File: src/design/periph_settings.svh
// ******************************
// Peripheral subsystem settings
// Bus widths, pin count, timer count
// and the address map fields
// ******************************

`ifndef PERIPH_SETTINGS_SVH
`define PERIPH_SETTINGS_SVH

`define WB_ADR_W 16
`define WB_DAT_W 32
`define GPIO_W 32
`define PWM_NUM 3

// Address map fields and mapped slot count
`define SLOT_LSB 8
`define SLOT_W 3
`define SLOT_NUM 5
`define REG_LSB 2
`define REG_W 3

`endif

File: src/design/wb_pkg.sv
// ******************************
// Register bus types
// Address, data and slot numbers
// ******************************

`include "periph_settings.svh"

package wb_pkg;

   typedef logic [`WB_ADR_W-1:0] wb_adr_t;
   typedef logic [`WB_DAT_W-1:0] wb_data_t;

   // Peripheral slots with 5 to 7 left unmapped
   typedef enum logic [`SLOT_W-1:0] {
      SLOT_GPIO0 = 3'd0,
      SLOT_GPIO1 = 3'd1,
      SLOT_PWM0  = 3'd2,
      SLOT_PWM1  = 3'd3,
      SLOT_PWM2  = 3'd4
   } wb_slot_e;

endpackage

File: src/design/periph_pkg.sv
// ******************************
// Peripheral register map types
// GPIO and PWM timer offsets
// ******************************

`include "periph_settings.svh"

package periph_pkg;

   typedef logic [`GPIO_W-1:0] gpio_word_t;

   typedef enum logic [`REG_W-1:0] {
      GPIO_IN    = 3'd0,
      GPIO_OUT   = 3'd1,
      GPIO_OE    = 3'd2,
      GPIO_INTE  = 3'd3,
      GPIO_ISTAT = 3'd4
   } gpio_reg_e;

   typedef enum logic [`REG_W-1:0] {
      PWM_CNTR = 3'd0,
      PWM_HRC  = 3'd1,
      PWM_LRC  = 3'd2,
      PWM_CTRL = 3'd3
   } pwm_reg_e;

   // Timer control bits
   localparam int PWM_CTRL_EN   = 0;
   localparam int PWM_CTRL_OE   = 1;
   localparam int PWM_CTRL_INTE = 2;
   localparam int PWM_CTRL_INT  = 3;

endpackage

File: src/design/wb_if.sv
// ******************************
// Decoder to peripheral bus
// One slot of the register bus
// ******************************

`timescale 1ns/1ns
`include "periph_settings.svh"

interface wb_if;
   import wb_pkg::*;

   logic [`REG_W-1:0] adr;
   wb_data_t          dat_w;
   logic              we;
   logic              stb;
   wb_data_t          dat_r;
   logic              ack;

   modport master (
      output adr, dat_w, we, stb,
      input  dat_r, ack
   );

   modport slave (
      input  adr, dat_w, we, stb,
      output dat_r, ack
   );

endinterface

File: src/design/wb_decoder.sv
// ******************************
// Register bus slot decoder
// Routes the strobe to one slot, muxes
// read data and acks unmapped accesses
// ******************************

`timescale 1ns/1ns
`include "periph_settings.svh"

module wb_decoder (
   input  logic             clk,
   input  logic             i_arst_n,
   input  wb_pkg::wb_adr_t  i_wb_adr,
   input  wb_pkg::wb_data_t i_wb_dat,
   input  logic             i_wb_we,
   input  logic             i_wb_stb,
   output wb_pkg::wb_data_t o_wb_rdt,
   output logic             o_wb_ack,
   output logic             o_wb_err,
   wb_if.master             m_slot [`SLOT_NUM]
);
   import wb_pkg::*;

   wb_slot_e             slot;
   logic [`REG_W-1:0]    reg_ofs;
   logic                 unmapped;
   logic                 err_stb_q;
   logic                 err_ack_q;
   logic [`SLOT_NUM-1:0] slot_ack;
   wb_data_t             slot_rdt [`SLOT_NUM];

   assign slot     = wb_slot_e'(i_wb_adr[`SLOT_LSB +: `SLOT_W]);
   assign reg_ofs  = i_wb_adr[`REG_LSB +: `REG_W];
   assign unmapped = (int'(slot) >= `SLOT_NUM);

   // ******************************
   // Slot fan-out
   // ******************************
   for (genvar i = 0; i < `SLOT_NUM; i++) begin : g_slot
      assign m_slot[i].adr   = reg_ofs;
      assign m_slot[i].dat_w = i_wb_dat;
      assign m_slot[i].we    = i_wb_we;
      assign m_slot[i].stb   = i_wb_stb && (int'(slot) == i);
      assign slot_ack[i]     = m_slot[i].ack;
      assign slot_rdt[i]     = m_slot[i].dat_r;
   end

   // One error ack per strobe
   always_ff @(posedge clk or negedge i_arst_n) begin
      if (!i_arst_n) begin
         err_stb_q <= 1'b0;
         err_ack_q <= 1'b0;
      end else begin
         err_stb_q <= i_wb_stb && unmapped;
         err_ack_q <= i_wb_stb && unmapped && !err_stb_q;
      end
   end

   // ******************************
   // Response mux
   // ******************************
   always_comb begin
      o_wb_rdt = '0;
      o_wb_ack = err_ack_q;
      for (int i = 0; i < `SLOT_NUM; i++) begin
         if (int'(slot) == i) begin
            o_wb_rdt = slot_rdt[i];
            o_wb_ack = slot_ack[i];
         end
      end
   end

   assign o_wb_err = err_ack_q;

endmodule

File: src/design/gpio_bank.sv
// ******************************
// GPIO bank
// Synchronized inputs, output and enable
// registers, rising edge interrupt
// ******************************

`timescale 1ns/1ns

module gpio_bank (
   input  logic                   clk,
   input  logic                   i_arst_n,
   wb_if.slave                    s_bus,
   input  periph_pkg::gpio_word_t i_pins,
   output periph_pkg::gpio_word_t o_out,
   output periph_pkg::gpio_word_t o_oe,
   output logic                   o_irq
);
   import wb_pkg::*;
   import periph_pkg::*;

   gpio_word_t sync_q;
   gpio_word_t pins_q;
   gpio_word_t pins_prev_q;
   gpio_word_t out_q;
   gpio_word_t oe_q;
   gpio_word_t inte_q;
   gpio_word_t istat_q;
   gpio_word_t rise;
   gpio_word_t clr;
   logic       stb_q;
   logic       ack_q;
   logic       req;
   logic       wr;
   gpio_reg_e  reg_sel;
   wb_data_t   rd_data;
   wb_data_t   rdt_q;

   // First cycle of a strobe only
   assign req     = s_bus.stb && !stb_q;
   assign wr      = req && s_bus.we;
   assign reg_sel = gpio_reg_e'(s_bus.adr);
   assign rise    = pins_q & ~pins_prev_q & inte_q;
   assign clr     = (wr && reg_sel == GPIO_ISTAT) ? gpio_word_t'(s_bus.dat_w) : '0;

   // ******************************
   // Input synchronizer
   // ******************************
   always_ff @(posedge clk or negedge i_arst_n) begin
      if (!i_arst_n) begin
         sync_q      <= '0;
         pins_q      <= '0;
         pins_prev_q <= '0;
      end else begin
         sync_q      <= i_pins;
         pins_q      <= sync_q;
         pins_prev_q <= pins_q;
      end
   end

   // ******************************
   // Registers
   // ******************************
   always_ff @(posedge clk or negedge i_arst_n) begin
      if (!i_arst_n) begin
         stb_q   <= 1'b0;
         ack_q   <= 1'b0;
         out_q   <= '0;
         oe_q    <= '0;
         inte_q  <= '0;
         istat_q <= '0;
      end else begin
         stb_q   <= s_bus.stb;
         ack_q   <= req;
         // A new edge wins over a clear in the same cycle
         istat_q <= (istat_q & ~clr) | rise;
         if (wr) begin
            case (reg_sel)
               GPIO_OUT:  out_q  <= gpio_word_t'(s_bus.dat_w);
               GPIO_OE:   oe_q   <= gpio_word_t'(s_bus.dat_w);
               GPIO_INTE: inte_q <= gpio_word_t'(s_bus.dat_w);
               default: ;
            endcase
         end
      end
   end

   always_comb begin
      case (reg_sel)
         GPIO_IN:    rd_data = wb_data_t'(pins_q);
         GPIO_OUT:   rd_data = wb_data_t'(out_q);
         GPIO_OE:    rd_data = wb_data_t'(oe_q);
         GPIO_INTE:  rd_data = wb_data_t'(inte_q);
         GPIO_ISTAT: rd_data = wb_data_t'(istat_q);
         default:    rd_data = '0;
      endcase
   end

   always_ff @(posedge clk) begin
      if (req) begin
         rdt_q <= rd_data;
      end
   end

   assign s_bus.dat_r = rdt_q;
   assign s_bus.ack   = ack_q;
   assign o_out       = out_q;
   assign o_oe        = oe_q;
   assign o_irq       = |istat_q;

endmodule

File: src/design/pwm_timer.sv
// ******************************
// PWM timer
// Free running counter with period and
// duty compare, wrap interrupt
// ******************************

`timescale 1ns/1ns

module pwm_timer (
   input  logic clk,
   input  logic i_arst_n,
   wb_if.slave  s_bus,
   output logic o_pwm,
   output logic o_irq
);
   import wb_pkg::*;
   import periph_pkg::*;

   wb_data_t              cntr_q;
   wb_data_t              cntr_nxt;
   wb_data_t              hrc_q;
   wb_data_t              lrc_q;
   logic [PWM_CTRL_INT:0] ctrl_q;
   logic                  pwm_q;
   logic                  en;
   logic                  wrap;
   logic                  stb_q;
   logic                  ack_q;
   logic                  req;
   logic                  wr;
   logic                  int_clr;
   pwm_reg_e              reg_sel;
   wb_data_t              rd_data;
   wb_data_t              rdt_q;

   assign req      = s_bus.stb && !stb_q;
   assign wr       = req && s_bus.we;
   assign reg_sel  = pwm_reg_e'(s_bus.adr);
   assign int_clr  = wr && reg_sel == PWM_CTRL && !s_bus.dat_w[PWM_CTRL_INT];

   assign en       = ctrl_q[PWM_CTRL_EN];
   assign wrap     = en && (cntr_q == lrc_q);
   assign cntr_nxt = wrap ? '0 : cntr_q + wb_data_t'(1);

   // ******************************
   // Counter and output
   // ******************************
   always_ff @(posedge clk or negedge i_arst_n) begin
      if (!i_arst_n) begin
         cntr_q <= '0;
         pwm_q  <= 1'b0;
      end else begin
         if (wr && reg_sel == PWM_CNTR) begin
            cntr_q <= s_bus.dat_w;
         end else if (en) begin
            cntr_q <= cntr_nxt;
         end
         // High from the cycle the count reaches HRC up to LRC
         if (wrap) begin
            pwm_q <= 1'b0;
         end else if (en && cntr_nxt == hrc_q) begin
            pwm_q <= 1'b1;
         end
      end
   end

   // ******************************
   // Registers
   // ******************************
   always_ff @(posedge clk or negedge i_arst_n) begin
      if (!i_arst_n) begin
         stb_q  <= 1'b0;
         ack_q  <= 1'b0;
         hrc_q  <= '0;
         lrc_q  <= '0;
         ctrl_q <= '0;
      end else begin
         stb_q <= s_bus.stb;
         ack_q <= req;
         if (wr) begin
            case (reg_sel)
               PWM_HRC: hrc_q <= s_bus.dat_w;
               PWM_LRC: lrc_q <= s_bus.dat_w;
               PWM_CTRL: begin
                  ctrl_q[PWM_CTRL_EN]   <= s_bus.dat_w[PWM_CTRL_EN];
                  ctrl_q[PWM_CTRL_OE]   <= s_bus.dat_w[PWM_CTRL_OE];
                  ctrl_q[PWM_CTRL_INTE] <= s_bus.dat_w[PWM_CTRL_INTE];
               end
               default: ;
            endcase
         end
         // Software can only clear the flag
         if (wrap && ctrl_q[PWM_CTRL_INTE]) begin
            ctrl_q[PWM_CTRL_INT] <= 1'b1;
         end else if (int_clr) begin
            ctrl_q[PWM_CTRL_INT] <= 1'b0;
         end
      end
   end

   always_comb begin
      case (reg_sel)
         PWM_CNTR: rd_data = cntr_q;
         PWM_HRC:  rd_data = hrc_q;
         PWM_LRC:  rd_data = lrc_q;
         PWM_CTRL: rd_data = wb_data_t'(ctrl_q);
         default:  rd_data = '0;
      endcase
   end

   always_ff @(posedge clk) begin
      if (req) begin
         rdt_q <= rd_data;
      end
   end

   assign s_bus.dat_r = rdt_q;
   assign s_bus.ack   = ack_q;
   assign o_pwm       = pwm_q && ctrl_q[PWM_CTRL_OE];
   assign o_irq       = ctrl_q[PWM_CTRL_INT];

endmodule

File: src/design/periph_top.sv
// ******************************
// Peripheral subsystem top
// Bus decoder, two GPIO banks and
// three PWM timers for the RGB LED
// ******************************

`timescale 1ns/1ns
`include "periph_settings.svh"

module periph_top (
   input  logic                   clk,
   input  logic                   i_arst_n,
   input  wb_pkg::wb_adr_t        i_wb_adr,
   input  wb_pkg::wb_data_t       i_wb_dat,
   input  logic                   i_wb_we,
   input  logic                   i_wb_stb,
   output wb_pkg::wb_data_t       o_wb_rdt,
   output logic                   o_wb_ack,
   output logic                   o_wb_err,
   input  periph_pkg::gpio_word_t i_gpio0_in,
   input  periph_pkg::gpio_word_t i_gpio1_in,
   output periph_pkg::gpio_word_t o_gpio0_out,
   output periph_pkg::gpio_word_t o_gpio0_oe,
   output periph_pkg::gpio_word_t o_gpio1_out,
   output periph_pkg::gpio_word_t o_gpio1_oe,
   output logic [1:0]             o_gpio_irq,
   output logic [`PWM_NUM-1:0]    o_rgb_pwm,
   output logic                   o_pwm_irq
);
   import wb_pkg::*;

   logic [`PWM_NUM-1:0] pwm_irq;

   wb_if slot_bus [`SLOT_NUM] ();

   wb_decoder u_decoder (
      .clk      (clk),
      .i_arst_n (i_arst_n),
      .i_wb_adr (i_wb_adr),
      .i_wb_dat (i_wb_dat),
      .i_wb_we  (i_wb_we),
      .i_wb_stb (i_wb_stb),
      .o_wb_rdt (o_wb_rdt),
      .o_wb_ack (o_wb_ack),
      .o_wb_err (o_wb_err),
      .m_slot   (slot_bus)
   );

   // LEDs and switches
   gpio_bank u_gpio0 (
      .clk      (clk),
      .i_arst_n (i_arst_n),
      .s_bus    (slot_bus[SLOT_GPIO0]),
      .i_pins   (i_gpio0_in),
      .o_out    (o_gpio0_out),
      .o_oe     (o_gpio0_oe),
      .o_irq    (o_gpio_irq[0])
   );

   // Buttons
   gpio_bank u_gpio1 (
      .clk      (clk),
      .i_arst_n (i_arst_n),
      .s_bus    (slot_bus[SLOT_GPIO1]),
      .i_pins   (i_gpio1_in),
      .o_out    (o_gpio1_out),
      .o_oe     (o_gpio1_oe),
      .o_irq    (o_gpio_irq[1])
   );

   // Red, green, blue
   for (genvar i = 0; i < `PWM_NUM; i++) begin : g_pwm
      pwm_timer u_pwm (
         .clk      (clk),
         .i_arst_n (i_arst_n),
         .s_bus    (slot_bus[SLOT_PWM0 + i]),
         .o_pwm    (o_rgb_pwm[i]),
         .o_irq    (pwm_irq[i])
      );
   end

   // One shared timer interrupt
   assign o_pwm_irq = |pwm_irq;

endmodule

File: config.mk
export PLATFORM = sky130hd
export DESIGN_NAME = periph_top
export DESIGN_NICKNAME = d
export VERILOG_FILES = /design/src/design/wb_pkg.sv /design/src/design/periph_pkg.sv /design/src/design/wb_if.sv /design/src/design/wb_decoder.sv /design/src/design/gpio_bank.sv /design/src/design/pwm_timer.sv /design/src/design/periph_top.sv
export VERILOG_INCLUDE_DIRS = /design/src /design/src/design
export SDC_FILE = /design/constraint.sdc
export NUM_CORES = 2
export LEC_CHECK = 0
export BUFFER_PORTS_ARGS = -buffer_cell sky130_fd_sc_hd__buf_4
export CORE_AREA = 2 2 362 364
export DETAILED_ROUTE_END_ITERATION = 8
export DIE_AREA = 0 0 364 366
export PLACE_DENSITY = 0.56
export SYNTH_ARGS = -nofsm -noshare
export SYNTH_HDL_FRONTEND = slang
export SYNTH_SLANG_ARGS = --single-unit
File: constraint.sdc
create_clock -name clk -period 8.2 [get_ports clk]
set_input_delay 1.64 -clock clk [delete_from_list [all_inputs] [get_ports clk]]
set_output_delay 1.64 -clock clk [all_outputs]
set_load 0.01 [all_outputs]
### Yosys cells after proc, flatten, opt, wreduce, memory -nomap -nowiden

Cells that the tools add are included.

* memories: 0
* ROM bits: 0
* register bits: 923
* input port bits: 116
* output and inout port bits: 168
* word-level logic and storage cells: 193
* bits in latches: 0
* bits in writable memories: 0

* shift operators: 0
* equal/unequal tests: 14
* bitwise logic cells: 12
* reductions and logical operators: 76
* magnitude comparators: 1
* $mul: 0
* $add $sub $neg: 3
* divide/modulo/power cells: 0
* multiplexer cells: 38

Operator list (count)
* 32-bit two-way mux: 16
* 32-bit case mux with 4 select lines: 3
* 32-bit case mux with 5 select lines: 2
* 32-bit bitwise AND: 6
* 32-bit == test: 6
* 32-bit NOT: 4
* 32-bit by 1-bit adder with 32-bit output (second input constant): 3
* 32-bit bitwise OR: 2
* 32-bit OR reduction: 2
* 1-bit logical AND: 40
* 2-bit AND reduction: 15
* 2-bit nonzero test: 9
* 1-bit two-way mux: 17
* 3-bit == test (second input constant): 4
* 3-bit by 2-bit == test with 1-bit output (second input constant): 3
* 1-bit logical NOT: 7
* 3-bit logical NOT: 2
* 3-bit by 1-bit == test with 1-bit output (second input constant): 1
* 3-bit >= comparator (second input constant): 1
* 3-bit OR reduction: 1

### Logic depth before layout (Yosys ltp)

* depth in word-level cells: 9
* depth in mapped cells: 12
* depth with buffers taken out: 10

### Modules after synthesis

A second synthesis with hierarchy kept.

* cells, all modules: 3936
* area, all modules: 45561.2 sq um

Modules (own cells, without submodules)
* pwm_timer: area each 7860.0 sq um, instances 3, cells an instance 793
* gpio_bank: area each 9546.7 sq um, instances 2, cells an instance 605
* wb_decoder: area each 2881.5 sq um, instances 1, cells an instance 346
* periph_top: area each 6.3 sq um, instances 1, cells an instance 1

### Least setup slack after synthesis

Ideal clock, no wire load.

* kind: input -> register
* from: input port i_wb_adr[9]
* to: register u_gpio1.oe_q[10] (netlist: u_gpio1.o_oe[10])
* data arrival time: 6264 ps
* path buffers: 2
* library setup time: 125 ps
* cell stages on the path: 6
* slack: 1812 ps
* data required time: 8075 ps
* cells stage by stage: clkbuf_1 nor4_1 and2_1 nand2_1 buf_1 mux2_2

* cells in the longest elaborated chain, start to end: 5

Ends and longest elaborated chain
* start, declared: line periph_top.sv:13 `input wb_pkg::wb_adr_t i_wb_adr,`
* 3-bit by 2-bit == test with 1-bit output: line wb_decoder.sv:43 `assign m_slot[i].stb = i_wb_stb && (int'(slot) == i);`
* 1-bit logical AND: line wb_decoder.sv:43
* 1-bit logical AND: line gpio_bank.sv:39 `assign req = s_bus.stb && !stb_q;`
* net u_gpio1.req: line gpio_bank.sv:32 `logic req;`
* 1-bit logical AND: line gpio_bank.sv:40 `assign wr = req && s_bus.we;`
* 2-bit AND reduction (no line)
* end signal, assigned: line gpio_bank.sv:79 `GPIO_OE: oe_q <= gpio_word_t'(s_bus.dat_w);`
* end, declared: line gpio_bank.sv:25 `gpio_word_t oe_q;`

The timed path passes the listed nets, and every way through them passes these cells.
A chain may end at the register's enable or synchronous reset.

### Worst setup path after layout

* from: input port i_wb_adr[9]
* to: output port o_wb_rdt[13]

* cells in the longest elaborated chain, start to end: 6
* elaborated cells on any way between the ends: 10
* classes of those cells: eq/ne: 4; mux: 5; reduce/logical: 1

Ends and longest elaborated chain
* 3-bit logical NOT: line wb_decoder.sv:66 `if (int'(slot) == i) begin`
* 32-bit two-way mux (4 in a row): line wb_decoder.sv:66
* 32-bit two-way mux (*): line wb_decoder.sv:66
* end, declared: line periph_top.sv:17 `output wb_pkg::wb_data_t o_wb_rdt,`

Every way passes the cells marked *; elsewhere a longest branch is shown, timed or not.

==> impl_results.html <==
<table>
<tr><th>Metric</th><th>Value</th></tr>
<tr><th colspan="2">Worst setup path</th></tr>
<tr><td>Required time of the worst setup path</td><td>6.56 ns</td></tr>
<tr><td>Max stage delay cell, worst path</td><td>sky130_fd_sc_hd__nor2_4</td></tr>
<tr><td>Worst setup path category</td><td>input pin to primary output</td></tr>
<tr><td>Cell seen most often among critical-path stages</td><td>sky130_fd_sc_hd__buf_4</td></tr>
<tr><td>Crit path buffers/inverters</td><td>2</td></tr>
<tr><td>Worst reg-to-reg setup slack</td><td>3.80 ns</td></tr>
<tr><td>Reg-to-reg critical path endpoint</td><td>g_pwm[0].u_pwm.pwm_q$_DFFE_PN0P_</td></tr>
<tr><td>Crit Reg-Reg Startpoint</td><td>g_pwm[0].u_pwm.cntr_q[3]$_DFFE_PN0P_</td></tr>
<tr><td>Worst-case reg-to-reg path depth</td><td>10</td></tr>
<tr><td>Startpoint type of the worst setup path</td><td>input pin</td></tr>
<tr><td>Ordered cell list for the critical path</td><td>buf_4, or2_2, nor2_4, a22o_1, buf_4</td></tr>
<tr><td>Kind of cell adding the most delay to the critical path</td><td>simple AND/OR/NAND/NOR gates</td></tr>
<tr><td>Endpoint arrival time on the critical path</td><td>3.84 ns</td></tr>
<tr><td>Biggest fanout along the worst timing path</td><td>40</td></tr>
<tr><td>Setup crit end kind</td><td>primary output</td></tr>
<tr><td>Maximum cell stage delay along the critical path</td><td>0.82 ns</td></tr>
<tr><th colspan="2">Synth</th></tr>
<tr><td>Share of synthesized area occupied by flip-flops and latches</td><td>54.70%</td></tr>
<tr><td>Async SR Flop Fraction</td><td>82.67%</td></tr>
<tr><td>Ranking of synthesized cells by area</td><td>sky130_fd_sc_hd__dfrtp_1 44%, sky130_fd_sc_hd__edfxtp_1 11%, sky130_fd_sc_hd__mux2_2 10%</td></tr>
<tr><td>Largest area contributor in the synthesized netlist</td><td>sky130_fd_sc_hd__dfrtp_1</td></tr>
<tr><td>EDFF count, synth</td><td>160</td></tr>
<tr><td>Top cells by instance count after synthesis</td><td>763 x sky130_fd_sc_hd__dfrtp_1, 436 x sky130_fd_sc_hd__nand2_1, 396 x sky130_fd_sc_hd__mux2_2</td></tr>
<tr><td>Gate count of the mapped netlist</td><td>3881</td></tr>
<tr><td>Number of distinct library cells after synthesis</td><td>86</td></tr>
<tr><td>Main synth FF type</td><td>sky130_fd_sc_hd__dfrtp_1</td></tr>
<tr><td>Net count of the mapped netlist</td><td>4000</td></tr>
<tr><td>Total number of yosys warnings</td><td>0</td></tr>
<tr><td>Combined area of all synthesized cells</td><td>0.04369 sq mm</td></tr>
<tr><td>Synthesis-stage register bit count</td><td>923</td></tr>
<tr><td>Mean Syn Cell Area</td><td>11.26 sq um</td></tr>
<tr><td>Most numerous cell in the Yosys netlist</td><td>sky130_fd_sc_hd__dfrtp_1</td></tr>
<tr><td>Top cell type's share of synthesized area</td><td>43.70%</td></tr>
<tr><th colspan="2">Power and ir drop</th></tr>
<tr><td>Relative contribution of sequential cells to total power</td><td>45.2%</td></tr>
<tr><td>Cell internal pwr</td><td>8.660 mW</td></tr>
<tr><td>Switching pwr</td><td>3.939 mW</td></tr>
<tr><td>Leakage component of the power</td><td>21.85 nW</td></tr>
<tr><td>Fraction of power spent switching nets</td><td>31.26%</td></tr>
<tr><td>Combinational share of power</td><td>18.0%</td></tr>
<tr><td>Power Dens Cells</td><td>249.1 mW/mm^2</td></tr>
<tr><td>Clk network pwr share</td><td>36.8%</td></tr>
<tr><td>Worst IR Drop VDD</td><td>0.0001903 V</td></tr>
<tr><th colspan="2">STA</th></tr>
<tr><td>Slew Limit Headroom</td><td>23.36%</td></tr>
<tr><td>Slack of the critical path</td><td>2.722 ns</td></tr>
<tr><td>Setup repair after global routing missed its margin</td><td>false</td></tr>
<tr><td>Clock period minus final worst setup slack</td><td>5.478 ns</td></tr>
<tr><td>Final Max Tran Viols</td><td>0</td></tr>
<tr><td>Transition at the pin with the smallest max-transition slack</td><td>1.150 ns</td></tr>
<tr><td>Setup_tns</td><td>0 ns</td></tr>
<tr><td>Final-layout worst hold slack</td><td>0.3271 ns</td></tr>
<tr><td>Clock skew</td><td>0.06931 ns</td></tr>
<tr><td>Achievable clock frequency</td><td>182.5 MHz</td></tr>
<tr><td>Final count of hold timing violations</td><td>0</td></tr>
<tr><td>Ratio of final minimum period to clock period</td><td>66.81%</td></tr>
<tr><td>Setup Viol. Count Final</td><td>0</td></tr>
<tr><th colspan="2">CTS</th></tr>
<tr><td>Resized Gates After CTS</td><td>0</td></tr>
<tr><td>Clock slew at reported path FFs</td><td>0.06 ns</td></tr>
<tr><td>CTS tree</td><td>built</td></tr>
<tr><td>Buffer type at the clock tree root</td><td>sky130_fd_sc_hd__clkbuf_16</td></tr>
<tr><td>Bufs on Longest Clock Path</td><td>3</td></tr>
<tr><td>Number of sinks driven by the clock tree</td><td>923</td></tr>
<tr><td>Clock insertion delay at the later pin of the skew report</td><td>0.73 ns</td></tr>
<tr><td>Number of buffers created by CTS</td><td>100</td></tr>
<tr><td>Number of buffers added for setup after CTS</td><td>0</td></tr>
<tr><td>Deepest level of the CTS H-tree</td><td>3</td></tr>
<tr><td>Number of buffers inserted by hold repair at cts</td><td>0</td></tr>
<tr><th colspan="2">Global routing</th></tr>
<tr><td>Remaining global-route overflow</td><td>0</td></tr>
<tr><td>Number of antenna violations at the first check in global routing</td><td>13</td></tr>
<tr><td>Via count of the first global-routing pass</td><td>31750</td></tr>
<tr><td>Overall routing resource usage</td><td>23.52%</td></tr>
<tr><td>Largest net degree at the start of global routing</td><td>151</td></tr>
<tr><td>Global-route wire length before repair</td><td>230.1 mm</td></tr>
<tr><th colspan="2">Placement</th></tr>
<tr><td>Cell count after placement</td><td>5642</td></tr>
<tr><td>Number of port buffers</td><td>273</td></tr>
<tr><td>Setup WS pre-CTS</td><td>2.718 ns</td></tr>
<tr><td>Half-perimeter wire length after detailed placement</td><td>109.8 mm</td></tr>
<tr><td>Routability congestion estimate from global placement</td><td>0.9351</td></tr>
<tr><td>Cell area after placement</td><td>0.04724 sq mm</td></tr>
<tr><th colspan="2">Hold path</th></tr>
<tr><td>Type of the tightest min-delay check</td><td>register to register</td></tr>
<tr><td>Worst hold endpoint</td><td>u_gpio1.pins_q[6]$_DFF_PN0_</td></tr>
<tr><td>Instance count along the most critical hold path</td><td>0</td></tr>
<tr><td>Start point of the worst min-delay path</td><td>u_gpio1.sync_q[6]$_DFF_PN0_</td></tr>
<tr><th colspan="2">Routing</th></tr>
<tr><td>Number of DRC markers after the initial detailed-route iteration</td><td>3204</td></tr>
<tr><td>Final routed wirelength across all metal layers</td><td>158.4 mm</td></tr>
<tr><td># DRC</td><td>0</td></tr>
<tr><td>DR vias/cell</td><td>5.597</td></tr>
<tr><td>First-pass iteration count of the detailed router</td><td>5</td></tr>
<tr><td>Number of nets still failing antenna checks after routing</td><td>0</td></tr>
<tr><td>Avg WL per Cell</td><td>27.20 um</td></tr>
<tr><td>Number of vias in the routed layout</td><td>32600</td></tr>
<tr><th colspan="2">Cells and area</th></tr>
<tr><td>Synth-to-Final Area Change</td><td>15.79%</td></tr>
<tr><td>Net total in the final layout</td><td>4121</td></tr>
<tr><td>Final standard cell area without fillers</td><td>0.05059 sq mm</td></tr>
<tr><td>Share of layout cells above drive strength 1</td><td>23.76%</td></tr>
<tr><td>Number of cells in the finished layout apart from fillers</td><td>5825</td></tr>
<tr><th colspan="2">Floorplan</th></tr>
<tr><td>Die width</td><td>364 um</td></tr>
<tr><td>Placeable core region</td><td>0.1290 sq mm</td></tr>
<tr><td>Full die area</td><td>0.1332 sq mm</td></tr>
<tr><td>Number of placed I/O pins</td><td>284</td></tr>
<tr><td>Effective utilization at floorplan</td><td>33.87%</td></tr>
<tr><td>Die outline height</td><td>366 um</td></tr>
<tr><td>Cell Rows</td><td>132</td></tr>
<tr><th colspan="2">Run status</th></tr>
<tr><td>Outcome</td><td>completed</td></tr>
<tr><th colspan="2">Run</th></tr>
<tr><td>Max-Cap Viols</td><td>0</td></tr>
</table>
## through the flow
step	total power, mW	utilization, %
3_3_place_gp	7.979	36.62
6_report	12.60	39.22
4_1_cts	12.65	39.22
3_5_place_dp	8.005	36.62
5_1_grt	13.10	39.22
2_1_floorplan	7.051	-
## final cells by class
| type | count | area, sq um |
|---|---|---|
| tap | 1742 | 2180 |
| multi-input combinational | 2612 | 18490 |
| antenna | 1 | 2.502 |
| fill | 12500 | 78400 |
| clock inverter | 36 | 434.2 |
| clock buffer | 146 | 2909 |
| timing repair buffer | 332 | 2554 |
| sequential | 923 | 23900 |
| inverter | 33 | 123.9 |
## worst reg2reg max path, cell delays in order (launching register included)
cell and delay (ns):
sky130_fd_sc_hd__dfrtp_1 0.48, sky130_fd_sc_hd__xnor2_1 0.48, sky130_fd_sc_hd__nand4_1 0.20, sky130_fd_sc_hd__nor4_1 0.60, sky130_fd_sc_hd__and4_1 0.88, sky130_fd_sc_hd__buf_4 0.44, sky130_fd_sc_hd__nor3b_1 0.13, sky130_fd_sc_hd__xnor2_1 0.28
sky130_fd_sc_hd__o21ai_0 0.19, sky130_fd_sc_hd__or4b_1 0.56, sky130_fd_sc_hd__o22ai_2 0.10
## how the worst max path moves through the flow
stage / from / endpoint / slack (ns) / cells after the start
finish: i_wb_adr[9] / o_wb_rdt[13] / 2.72 / 5
CTS: i_wb_adr[9] / o_wb_rdt[13] / 2.71 / 5
global placement: i_wb_adr[9] / o_wb_rdt[13] / 2.72 / 5
detailed placement: i_wb_adr[9] / o_wb_rdt[13] / 2.72 / 5
global route: i_wb_adr[9] / o_wb_rdt[20] / 2.63 / 5
floorplan: i_wb_adr[9] / u_gpio1.o_oe[10]$_DFFE_PN0P_ / 1.81 / 6
## cells in the final DEF, fill, tap and decap left out, drive strengths merged, types with 7 or more instances in the layout
| master | Yosys | routed |
|---|---|---|
| dfrtp | 763 | 763 |
| nand2 | 436 | 436 |
| mux2 | 396 | 396 |
| buf | 111 | 332 |
| nor2 | 284 | 284 |
| o21ai | 243 | 243 |
| a21oi | 177 | 177 |
| edfxtp | 160 | 160 |
| mux2i | 155 | 155 |
| clkbuf | 202 | 146 |
| xnor2 | 130 | 130 |
| nor3 | 75 | 75 |
| xor2 | 74 | 74 |
| a221o | 65 | 65 |
| nand4 | 64 | 64 |
| nor4 | 59 | 59 |
| nand3 | 54 | 54 |
| a22oi | 39 | 39 |
| inv | 32 | 36 |
| a22o | 35 | 35 |
| mux4 | 33 | 33 |
| and3 | 33 | 33 |
| clkinv | 1 | 25 |
| a31oi | 24 | 24 |
| o21a | 22 | 22 |
| and4 | 18 | 18 |
| and2 | 14 | 14 |
| nor2b | 13 | 13 |
| or4 | 12 | 12 |
| o211ai | 12 | 12 |
| or3 | 11 | 11 |
| nand2b | 11 | 11 |
| o22ai | 11 | 11 |
| nor3b | 8 | 8 |
| nand3b | 8 | 8 |
| or2 | 7 | 7 |
| a21o | 7 | 7 |
| bufinv | 0 | 7 |
## cells by family after synthesis
group                      after synthesis  synth area share, %
and+or+nand+nor                       1126                12.34
DFF                                    923                54.70
AOI/OAI and AO/OA                      694                10.06
muxes                                  584                15.46
buffers and inverters                  346                3.205
xor gates and xnor gates               205                4.158
adders and majority gates                3              0.08593
## state kept, by name, indices dropped and copies added (netlist names), 12 cells and up
| name | count |
|---|---|
| g_pwm.u_pwm.cntr_q | 96 |
| g_pwm.u_pwm.hrc_q | 96 |
| g_pwm.u_pwm.lrc_q | 96 |
| g_pwm.u_pwm.s_bus.dat_r | 96 |
| u_gpio0.inte_q | 32 |
| u_gpio0.istat_q | 32 |
| u_gpio0.o_oe | 32 |
| u_gpio0.o_out | 32 |
| u_gpio0.pins_prev_q | 32 |
| u_gpio0.pins_q | 32 |
| u_gpio0.s_bus.dat_r | 32 |
| u_gpio0.sync_q | 32 |
| u_gpio1.inte_q | 32 |
| u_gpio1.istat_q | 32 |
| u_gpio1.o_oe | 32 |
| u_gpio1.o_out | 32 |
| u_gpio1.pins_prev_q | 32 |
| u_gpio1.pins_q | 32 |
| u_gpio1.s_bus.dat_r | 32 |
| u_gpio1.sync_q | 32 |
| g_pwm.u_pwm.ctrl_q | 12 |
## power groups by stage
stage	clock network, mW	registers (mW)	logic, mW
2_1_floorplan	0	5.37	1.68
4_1_cts	4.71	5.68	2.25
3_3_place_gp	0	5.76	2.22
3_5_place_dp	0	5.77	2.24
5_1_grt	4.89	5.76	2.45
6_report	4.64	5.70	2.26
## layer usage
metal,track usage [%],part of all wire (%),vias to the layer above
met5,0,0.017,-
met4,7.565,3.4,4
met3,3.532,6.8,219
met2,36.09,45,1264
met1,33.98,45,16920
li1,-,-,14200
No activity file was read; power rests on OpenSTA's default activity.
